<file path="src/hw/emesh_pkg.sv">
// mesh network packet package with field widths and the 104-bit packet layout
`default_nettype none

package emesh_pkg;

   // address and data widths of the mesh
   localparam int AW = 32;
   localparam int DW = 32;

   // transfer size and control field widths
   localparam int DMW = 2;
   localparam int CMW = 4;

   // mesh address, upper 12 bits are the chip identifier
   typedef logic [AW-1:0] addr_t;

   // one data word
   typedef logic [DW-1:0] data_t;

   // transfer size, byte to double word
   typedef logic [DMW-1:0] datamode_t;

   // routing and special transaction control
   typedef logic [CMW-1:0] ctrlmode_t;

   // full mesh packet, write bit at bit 0
   // srcaddr doubles as upper data word on 64-bit writes
   typedef struct packed {
      // bits 103:72
      addr_t     srcaddr;
      // bits 71:40
      data_t     data;
      // bits 39:8
      addr_t     dstaddr;
      // bit 7, spare, carried through on forward
      logic      rsvd;
      // bits 6:3
      ctrlmode_t ctrlmode;
      // bits 2:1
      datamode_t datamode;
      // bit 0, 1 for write, 0 for read request
      logic      write;
   } emesh_packet_t;

endpackage

`default_nettype wire

</file>
<file path="src/hw/ecfg_regmap_pkg.sv">
// link configuration space package with address groups, chip id and register map
`default_nettype none

package ecfg_regmap_pkg;

   // register bus widths
   localparam int MI_AW = 15;
   localparam int MI_DW = 64;

   // register offset, low 15 bits of the mesh address
   typedef logic [MI_AW-1:0] mi_addr_t;

   // register bus word, srcaddr in 63:32 and data in 31:0
   typedef logic [MI_DW-1:0] mi_data_t;

   // request from the decoder to every register block
   typedef struct packed {
      logic     we;
      mi_addr_t addr;
      mi_data_t din;
   } mi_req_t;

   // chip identifier, dstaddr bits 31:20
   typedef logic [11:0] chip_id_t;
   localparam chip_id_t CHIP_ID = 12'h810;

   // address group, dstaddr bits 19:16
   typedef logic [3:0] group_t;
   localparam group_t GROUP_MMR = 4'hF;
   localparam group_t GROUP_MMU = 4'hE;
   localparam group_t GROUP_RR  = 4'hD;

   // cfg block sits at dstaddr bits 10:9 == 01, bit 8 picks tx or rx
   localparam logic [1:0] CFG_SUBGROUP = 2'b01;

   // config register file
   localparam logic [31:0] CFG_VERSION = 32'h0001_0203;
   localparam int CFG_NREGS = 8;
   localparam int CFG_IDX_W = $clog2(CFG_NREGS);
   localparam logic [CFG_IDX_W-1:0] CFG_REG_VERSION = '0;

   // translation table
   localparam int MMU_ENTRIES = 16;
   localparam int MMU_IDX_W = $clog2(MMU_ENTRIES);

endpackage

`default_nettype wire

</file>
<file path="src/hw/ecfg_cfg_regs.sv">
// link configuration register file with a read-only version register at offset 0
`default_nettype none

module ecfg_cfg_regs (
   input  wire logic                       clk,
   input  wire logic                       nreset,
   // block select from the decoder
   input  wire logic                       en,
   // downstream back-pressure
   input  wire logic                       wait_in,
   // shared register bus request
   input  wire ecfg_regmap_pkg::mi_req_t   mi_req,
   // registered readback
   output ecfg_regmap_pkg::mi_data_t       dout
);

   import emesh_pkg::*;
   import ecfg_regmap_pkg::*;

   data_t                regs [CFG_NREGS];
   logic [CFG_IDX_W-1:0] idx;
   logic                 wr_en;
   logic                 rd_en;

   // one 32-bit register per 8-byte slot
   assign idx = mi_req.addr[3 +: CFG_IDX_W];

   // writes only land on an accepted cycle
   assign wr_en = en & mi_req.we & ~wait_in;

   assign rd_en = en & ~mi_req.we;

   // register array
   // version slot loads its constant and never takes a write
   always_ff @(posedge clk or negedge nreset)
   begin
      if (!nreset)
      begin
         for (int i = 0; i < CFG_NREGS; i++)
         begin
            regs[i] <= '0;
         end
         regs[CFG_REG_VERSION] <= CFG_VERSION;
      end
      else if (wr_en && (idx != CFG_REG_VERSION))
      begin
         // low half of the bus word only
         regs[idx] <= mi_req.din[DW-1:0];
      end
   end

   // readback, one cycle after the read select
   // zero when not read so the decoder can or the blocks
   // held during wait so the reply survives a stall
   always_ff @(posedge clk or negedge nreset)
   begin
      if (!nreset)
         dout <= '0;
      else if (!wait_in)
      begin
         if (rd_en)
            dout <= {{(MI_DW-DW){1'b0}}, regs[idx]};
         else
            dout <= '0;
      end
   end

endmodule

`default_nettype wire

</file>
<file path="src/hw/ecfg_mmu_table.sv">
// address translation table of 64-bit entries on the register bus
`default_nettype none

module ecfg_mmu_table (
   input  wire logic                       clk,
   input  wire logic                       nreset,
   // block select from the decoder
   input  wire logic                       en,
   // downstream back-pressure
   input  wire logic                       wait_in,
   // shared register bus request
   input  wire ecfg_regmap_pkg::mi_req_t   mi_req,
   // registered readback
   output ecfg_regmap_pkg::mi_data_t       dout
);

   import ecfg_regmap_pkg::*;

   mi_data_t             table_q [MMU_ENTRIES];
   logic [MMU_IDX_W-1:0] idx;
   logic                 wr_en;
   logic                 rd_en;

   // entries on 8-byte boundaries
   assign idx = mi_req.addr[3 +: MMU_IDX_W];

   // suppressed while the output is stalled
   assign wr_en = en & mi_req.we & ~wait_in;

   assign rd_en = en & ~mi_req.we;

   // translation entries, whole bus word per write
   // srcaddr half of the write holds the upper entry bits
   always_ff @(posedge clk or negedge nreset)
   begin
      if (!nreset)
      begin
         for (int i = 0; i < MMU_ENTRIES; i++)
         begin
            table_q[i] <= '0;
         end
      end
      else if (wr_en)
         table_q[idx] <= mi_req.din;
   end

   // registered read
   // zero when idle, frozen during wait
   always_ff @(posedge clk or negedge nreset)
   begin
      if (!nreset)
         dout <= '0;
      else if (!wait_in)
         dout <= rd_en ? table_q[idx] : '0;
   end

endmodule

`default_nettype wire

</file>
<file path="src/hw/ecfg_if.sv">
// register access decoder that claims mesh packets, drives the register bus and builds replies
`default_nettype none

module ecfg_if #(
   // 0 for the transmit side, 1 for the receive side
   parameter bit RX = 1'b0
) (
   input  wire logic                       clk,
   input  wire logic                       nreset,
   // incoming packet
   input  wire logic                       access_in,
   input  wire emesh_pkg::emesh_packet_t   packet_in,
   input  wire logic                       wait_in,
   // register bus
   output ecfg_regmap_pkg::mi_req_t        mi_req,
   output logic                            cfg_en,
   output logic                            mmu_en,
   input  wire ecfg_regmap_pkg::mi_data_t  cfg_dout,
   input  wire ecfg_regmap_pkg::mi_data_t  mmu_dout,
   // outgoing packet
   output logic                            access_out,
   output emesh_pkg::emesh_packet_t        packet_out
);

   import emesh_pkg::*;
   import ecfg_regmap_pkg::*;

   group_t        group;
   logic          match;
   logic          mi_en;
   logic          mi_rd;
   logic          fwd;
   logic          rd_q;
   mi_data_t      dout_mux;
   addr_t         rsp_dstaddr_q;
   datamode_t     rsp_datamode_q;
   ctrlmode_t     rsp_ctrlmode_q;
   emesh_packet_t rsp_packet;

   // address group of the incoming packet
   assign group = packet_in.dstaddr[19:16];

   // packet is for this chip
   assign match = access_in & (packet_in.dstaddr[31:20] == CHIP_ID);

   // config block, group mmr with bits 10:8 == 01 then rx
   assign cfg_en = match
                   & (group == GROUP_MMR)
                   & (packet_in.dstaddr[10:8] == {CFG_SUBGROUP, RX});

   // mmu table, bit 15 picks tx or rx half
   assign mmu_en = match
                   & (group == GROUP_MMU)
                   & (packet_in.dstaddr[15] == RX);

   assign mi_en = cfg_en | mmu_en;
   assign mi_rd = mi_en & ~packet_in.write;

   // claimed groups not served here go out untouched
   // covers remote reads and the other direction's registers
   assign fwd = match & ~mi_en
                & ((group == GROUP_RR) | (group == GROUP_MMR) | (group == GROUP_MMU));

   // one request struct to both blocks
   // blocks qualify it with their own select
   assign mi_req.we   = packet_in.write;
   assign mi_req.addr = packet_in.dstaddr[MI_AW-1:0];
   assign mi_req.din  = {packet_in.srcaddr, packet_in.data};

   // unselected blocks return zero, so or is enough
   assign dout_mux = cfg_dout | mmu_dout;

   // read pending, one stage while the blocks fetch
   always_ff @(posedge clk or negedge nreset)
   begin
      if (!nreset)
         rd_q <= 1'b0;
      else if (!wait_in)
         rd_q <= mi_rd;
   end

   // reply header fields from the request
   // reply goes back to the requester
   always_ff @(posedge clk)
   begin
      if (!wait_in)
      begin
         rsp_dstaddr_q  <= packet_in.srcaddr;
         rsp_datamode_q <= packet_in.datamode;
         rsp_ctrlmode_q <= packet_in.ctrlmode;
      end
   end

   // reply is a write carrying the readback
   // upper readback half rides in srcaddr
   always_comb
   begin
      rsp_packet.srcaddr  = dout_mux[MI_DW-1:DW];
      rsp_packet.data     = dout_mux[DW-1:0];
      rsp_packet.dstaddr  = rsp_dstaddr_q;
      rsp_packet.rsvd     = 1'b0;
      rsp_packet.ctrlmode = rsp_ctrlmode_q;
      rsp_packet.datamode = rsp_datamode_q;
      rsp_packet.write    = 1'b1;
   end

   // output valid, frozen while downstream waits
   always_ff @(posedge clk or negedge nreset)
   begin
      if (!nreset)
         access_out <= 1'b0;
      else if (!wait_in)
         access_out <= fwd | rd_q;
   end

   // output packet
   // a forward right behind a read shares its slot, the reply takes it
   always_ff @(posedge clk)
   begin
      if (!wait_in)
         packet_out <= rd_q ? rsp_packet : packet_in;
   end

endmodule

`default_nettype wire

</file>
<file path="src/hw/ecfg_top.sv">
// transmit-side link configuration front end with decoder, register file and mmu table
`default_nettype none

module ecfg_top (
   input  wire logic                      clk,
   input  wire logic                      nreset,
   // packets from the mesh
   input  wire logic                      access_in,
   input  wire emesh_pkg::emesh_packet_t  packet_in,
   // back-pressure from the output side
   input  wire logic                      wait_in,
   // replies and forwarded packets
   output wire logic                      access_out,
   output wire emesh_pkg::emesh_packet_t  packet_out,
   // back-pressure to the sender
   output wire logic                      wait_out
);

   import ecfg_regmap_pkg::*;

   wire mi_req_t  mi_req;
   wire logic     cfg_en;
   wire logic     mmu_en;
   wire mi_data_t cfg_dout;
   wire mi_data_t mmu_dout;

   // no buffering, the sender sees the output stall directly
   assign wait_out = wait_in;

   // packet decoder, tx side
   ecfg_if #(
      .RX (1'b0)
   ) ecfg_if0 (
      .clk        (clk),
      .nreset     (nreset),
      .access_in  (access_in),
      .packet_in  (packet_in),
      .wait_in    (wait_in),
      .mi_req     (mi_req),
      .cfg_en     (cfg_en),
      .mmu_en     (mmu_en),
      .cfg_dout   (cfg_dout),
      .mmu_dout   (mmu_dout),
      .access_out (access_out),
      .packet_out (packet_out)
   );

   // config registers
   ecfg_cfg_regs ecfg_cfg_regs0 (
      .clk     (clk),
      .nreset  (nreset),
      .en      (cfg_en),
      .wait_in (wait_in),
      .mi_req  (mi_req),
      .dout    (cfg_dout)
   );

   // translation table
   ecfg_mmu_table ecfg_mmu_table0 (
      .clk     (clk),
      .nreset  (nreset),
      .en      (mmu_en),
      .wait_in (wait_in),
      .mi_req  (mi_req),
      .dout    (mmu_dout)
   );

endmodule

`default_nettype wire

</file>
<file path="config.mk">
export PLATFORM = sky130hd
export DESIGN_NAME = ecfg_top
export DESIGN_NICKNAME = d
export VERILOG_FILES = /design/src/hw/emesh_pkg.sv /design/src/hw/ecfg_regmap_pkg.sv /design/src/hw/ecfg_cfg_regs.sv /design/src/hw/ecfg_mmu_table.sv /design/src/hw/ecfg_if.sv /design/src/hw/ecfg_top.sv
export SDC_FILE = /design/constraint.sdc
export NUM_CORES = 2
export LEC_CHECK = 0
export BUFFER_PORTS_ARGS = -buffer_cell sky130_fd_sc_hd__buf_2
export CORE_MARGIN = 2
export CORE_UTILIZATION = 31
export DETAILED_ROUTE_END_ITERATION = 16
export PLACE_DENSITY = 0.47
export SLEW_MARGIN = 40
export SYNTH_ARGS = -nofsm -noshare
export SYNTH_HDL_FRONTEND = slang
export SYNTH_SLANG_ARGS = --single-unit
</file>
<file path="constraint.sdc">
create_clock -name clk -period 1.6 [get_ports clk]
set_input_delay 0.24 -clock clk [delete_from_list [all_inputs] [get_ports clk]]
set_output_delay 0.24 -clock clk [all_outputs]
set_load 0.05 [all_outputs]
</file>
# == Word level (Yosys, flattened, before mapping) ==
# Index checks and enable logic that the tools add are counted.
# totals
input_bits,108
regBits,1552
output_inout_bits,106
# classes
eq_ne,5
muxes,15
n_reduce_logical,4
order_cmp,4
bitwise_logic,25
# ops
operator,count
1024-bit bitwise mux,1
64-bit binary-select mux with 4-bit select,1
256-bit bitwise mux,1
64-bit demux with 4-bit select,1
64-bit 2-to-1 mux,4
32-bit 2-to-1 mux,4
104-bit 2-to-1 mux,1
32-bit binary-select mux with 3-bit select,1
32-bit demux with 3-bit select,1
64-bit bitwise OR,1
1-bit bitwise AND,14
12-bit == test (second input constant),1
4-bit == test (second input constant),3
5-bit greater-or-equal comparator (second input constant),1
5-bit by 1-bit less-than comparator with 1-bit output (second input constant),1
4-bit inverter with 5-bit output,1
4-bit greater-or-equal comparator (second input constant),1
4-bit by 1-bit less-than comparator with 1-bit output (second input constant),1
1-bit inverter,4
3-bit inverter with 4-bit output,1
1-bit bitwise OR,4
3-bit by 2-bit == test with 1-bit output (second input constant),1
1-bit logical AND,3
3-bit nonzero test,1

# == Logic depth before layout (Yosys ltp) ==
# logic_depth
word_depth,9
mapped_depth,8
mapped_depth_nobuf,4

# == Hierarchy ==
# A second synthesis with hierarchy kept.
# unflattened
hier_cells,4352
hier_area_um2,66610.1
# by_module_without_submodules
mod,area_per_inst_um2,cells_per_inst,instances
ecfg_mmu_table,47464.3,2915,1
ecfg_cfg_regs,12699.7,940,1
ecfg_if,6438.7,496,1
ecfg_top,7.5,1,1

# == Worst setup path after synthesis ==
# No wires, ideal clock.
# synth_timing
path_type,input-to-reg
from,input wait_in
to,register ecfg_if0.packet_out[0] (netlist name)
setup_ps,494
setup_slack_ps,-2481
stages,4
arrival_ps,3587
path_cell_list,clkbuf_1 -> clkbuf_1 -> clkbuf_1 -> inv_1
# synth_lines
element,line,text
"start, declared",ecfg_top.sv:11,"input wire logic wait_in,"
# No word-level cell between the ends.

# == Worst setup path in the final report ==
# layout_timing
from,input packet_in[28] (netlist bit)
to,register ecfg_mmu_table0.table_q[447] (netlist bit)
# layout_between
elab_chain_len,6
# layout_rtl
element,line,text
"start, declared",ecfg_top.sv:9,"input wire emesh_pkg::emesh_packet_t packet_in,"
12-bit == test,ecfg_if.sv:44,assign match = access_in & (packet_in.dstaddr[31:20] == CHIP_ID);
1-bit bitwise AND,ecfg_if.sv:44,
1-bit bitwise AND,ecfg_if.sv:53,& (group == GROUP_MMU)
1-bit bitwise AND,ecfg_if.sv:54,& (packet_in.dstaddr[15] == RX);
1-bit bitwise AND (2 in series),ecfg_mmu_table.sv:28,assign wr_en = en & mi_req.we & ~wait_in;
"end signal, assigned by index",ecfg_mmu_table.sv:44,table_q[idx] <= mi_req.din;
"end, declared",ecfg_mmu_table.sv:19,mi_data_t table_q [MMU_ENTRIES];
# Every way passes these cells.
# A chain may end at the register's enable or synchronous reset.

==> results.cfg <==
[floorplan]
rows = 170
die_area_sq_mm = 0.2200
fp.coreArea_sq_mm = 0.2148
boundaryPins = 214
dieWidth_um = 469.1
die_h_um = 469.1
start_util_pct = 31.21

[outcome]
violations = negative setup slack
status = finished with violations

[sta]
period_needed_ns = 1.808
worst_slack_ns = -0.2080
worstMarginPinSlew_ns = 0.6173
clock.fmax_ghz = 0.5531
rsz0062_at_grt = yes
finClkSkew_ns = 0.02857
setup_viol = 627
maxSlewViolCount = 0
slew_headroom_pct = 58.85
fin_tns_setup_ns = -60.08
hold_viol = 0
min_period_over_period_pct = 113.0

[logic_synthesis]
synth.cell_area_sq_mm = 0.06705
synth_ff_type = dfrtp_1
ys_seq_area_share_pct = 57.80
synthesis.nets = 4189
synth_edf_count = 142
post-synth-top-count-cell = dfrtp_1
yosys-top-cells-count = dfrtp_1 (1,374), mux2_2 (1,168), mux4_2 (320)
synthCells = 4081
postSynth.asyncResetShare_pct = 90.66
synthTopCellsByArea = dfrtp_1 (51%), mux2_2 (20%), mux4_2 (11%), edfxtp_1 (6.4%), mux2_1 (2.6%)
synth_cell_type_count = 46
synth_top_area_share_pct = 51.28
synth_top_area_cell = dfrtp_1
syn-mean-instance-area_sq_um = 16.43
yosysWarnings = 0
ys_ff_latch = 1520

[drt]
firstDrtPassIters = 5
ant_nets = 0
route.met2.wl_um = 94730
vias = 38080
detail_route.wl_per_cell_um = 26.31
drc = 0
wirelength_um = 201100
routed-wl-met3_um = 5826
drtIter0Drc = 2118
drt-met1-wl_um = 96440
viasPerCell = 4.980
top_layer_used = met5

[job]
max-cap-violations = 0

[power_and_ir_drop]
total_power_mw = 83.42
p_leak_nw = 39.79
irDropWorstVdd_v = 0.0008977
p_per_area_mw_per_mm2 = 964.2

[worst_setup_path]
crit_type = input pin to flip-flop
critPathCaptureType = flip-flop
required_ns = 2.28
cp_max_fo = 8
cp-start-kind = input pin
crit_arrival_ns = 2.49

[placement]
dp_slack_ns = -1.108
dp_hpwl_um = 123600
io_buffers = 213
gp_congestion = 0.7494
dpl_cell_area_sq_mm = 0.07682

[clocking]
cts_tree = built
clock_path_buffers = 3
root_buffer = clkbuf_16
cts_buffers = 172
clk_latency_ns = 0.82
clock_sinks = 1520
h-tree-depth = 4
clkTransAtPathRegs_ns = 0.06

[global_route]
grt_remaining_overflow = 0
grt_pass1_vias = 41810
grt_max_degree = 90
antenna_found_initial = 7
grt_pass1_wl_um = 301900
grtUsageTotal_pct = 18.50

[worst_hold_path]
hp-class = input pin to asynchronous set/reset pin

[cells_and_area]
nNetsFinal = 4769
n_fill_cell = 19580
fin_area_sq_mm = 0.08651
syn_to_final_growth_pct = 29.02
drive_gt1_share_pct = 54.79
## logic make-up after synthesis
logic type / Yosys count / share of synthesized area (%)
AOI/OAI and AO/OA: 198 / 1.853
and+or+nand+nor: 166 / 1.659
buffers and inverters: 400 / 2.982
muxes: 1797 / 35.71
DFF: 1520 / 57.80
## flip-flops by register name (all words and copies together) (netlist names)
register                 cells
ecfg_cfg_regs0.dout         32
ecfg_mmu_table0.table_q   1024
ecfg_if0.rsp_datamode_q      2
ecfg_if0.packet_out        104
ecfg_if0.rsp_dstaddr_q      32
ecfg_cfg_regs0.regs        256
ecfg_if0.rd_q                1
ecfg_mmu_table0.dout        64
ecfg_if0.rsp_ctrlmode_q      4
ecfg_if0.access_out          1
## worst max-delay path: stages
cell and delay (ns):
buf_6 0.09, and4b_1 0.27, nand4b_1 0.32, buf_6 0.26, buf_6 0.12, buf_16 0.13
nor4_4 0.16, buf_4 0.19, buf_8 0.11, buf_12 0.11, buf_12 0.16, mux2_4 0.31
## worst paths after layout
check	from	endpoint	slack [ns]	cells after the start
max	packet_in[28]	ecfg_mmu_table0.table_q[447]$_DFFE_PN0P_	-0.21	12
min in group clk	packet_in[53]	ecfg_if0.packet_out[53]$_DFFE_PN_	0.07	3
max reg2reg	ecfg_mmu_table0.table_q[208]$_DFFE_PN0P_	ecfg_mmu_table0.dout[16]$_DFFE_PN0N_	0	4
max in group asynchronous	nreset	ecfg_mmu_table0.table_q[30]$_DFFE_PN0P_	0.78	4
min reg2reg	ecfg_cfg_regs0.regs[224]$_DFFE_PN1P_	ecfg_cfg_regs0.regs[224]$_DFFE_PN1P_	0.36	0
min	nreset	ecfg_mmu_table0.table_q[630]$_DFFE_PN0P_	0.06	3
## through the flow
step / std cells / hold WS [ns] / util, %
floorplan: 4081 / -0.05559 / -
global placement: 7135 / 0.06923 / 35.76
detailed placement: 7135 / 0.06837 / 35.76
CTS: 7643 / 0.0006005 / 40.33
global route: 7644 / 0.03288 / 40.27
finish: 7645 / 0.06083 / 40.27
## area by class of cell
| class | count | area (sq um) | area share, % |
|---|---|---|---|
| diodes | 3 | 7.507 | 0.008678 |
| clock buffers | 280 | 5154 | 5.957 |
| clock inverters | 37 | 350.3 | 0.4050 |
| inverters | 3 | 16.27 | 0.01880 |
| multi-input cells | 2161 | 28910 | 33.42 |
| flip-flops and latches | 1520 | 38760 | 44.80 |
| well taps | 2838 | 3551 | 4.105 |
| repair buffers | 803 | 9761 | 11.28 |
## where the power goes
group,total [mW],internal [mW],switching (mW)
Clock,38.9,22.4,16.6
Sequential,39.4,39.3,0.132
Combinational,5.06,1.68,3.38
Total,83.4,63.3,20.1
## cell usage in the layout (no fill, tap or decap), types with 40 or more instances in the layout
| master | Yosys | routed |
|---|---|---|
| a32oi_1 | 64 | 61 |
| buf_12 | 0 | 215 |
| buf_2 | 80 | 101 |
| buf_4 | 32 | 216 |
| buf_6 | 37 | 151 |
| clkbuf_1 | 193 | 67 |
| clkbuf_16 | 0 | 179 |
| dfrtp_1 | 1374 | 1373 |
| dlygate4sd3_1 | 0 | 85 |
| edfxtp_1 | 142 | 142 |
| mux2_1 | 153 | 81 |
| mux2_2 | 1168 | 565 |
| mux2_4 | 60 | 735 |
| mux2i_1 | 96 | 96 |
| mux4_2 | 320 | 320 |
| nand2_1 | 41 | 40 |
| nor2_1 | 65 | 65 |
| o21ai_0 | 98 | 69 |
## repair_timing
action | 4_1_cts | 5_1_grt
resized for setup | 471 | 156
setup endpoints to repair | 876 | 757
pin swaps | 10 | 23
buffers inserted | 68 | 48
cloned | 40 | 4
endpoints found under the hold margin | 2014 | 0
hold buffers | 85 | 0
## layer usage
layer  track usage (%)  up-vias
met5                 0        -
met4             4.113        4
met3             2.437      246
met2             29.55      585
met1             26.79    20800
li1                  -    16440
(Power assumes the default switching activity.)
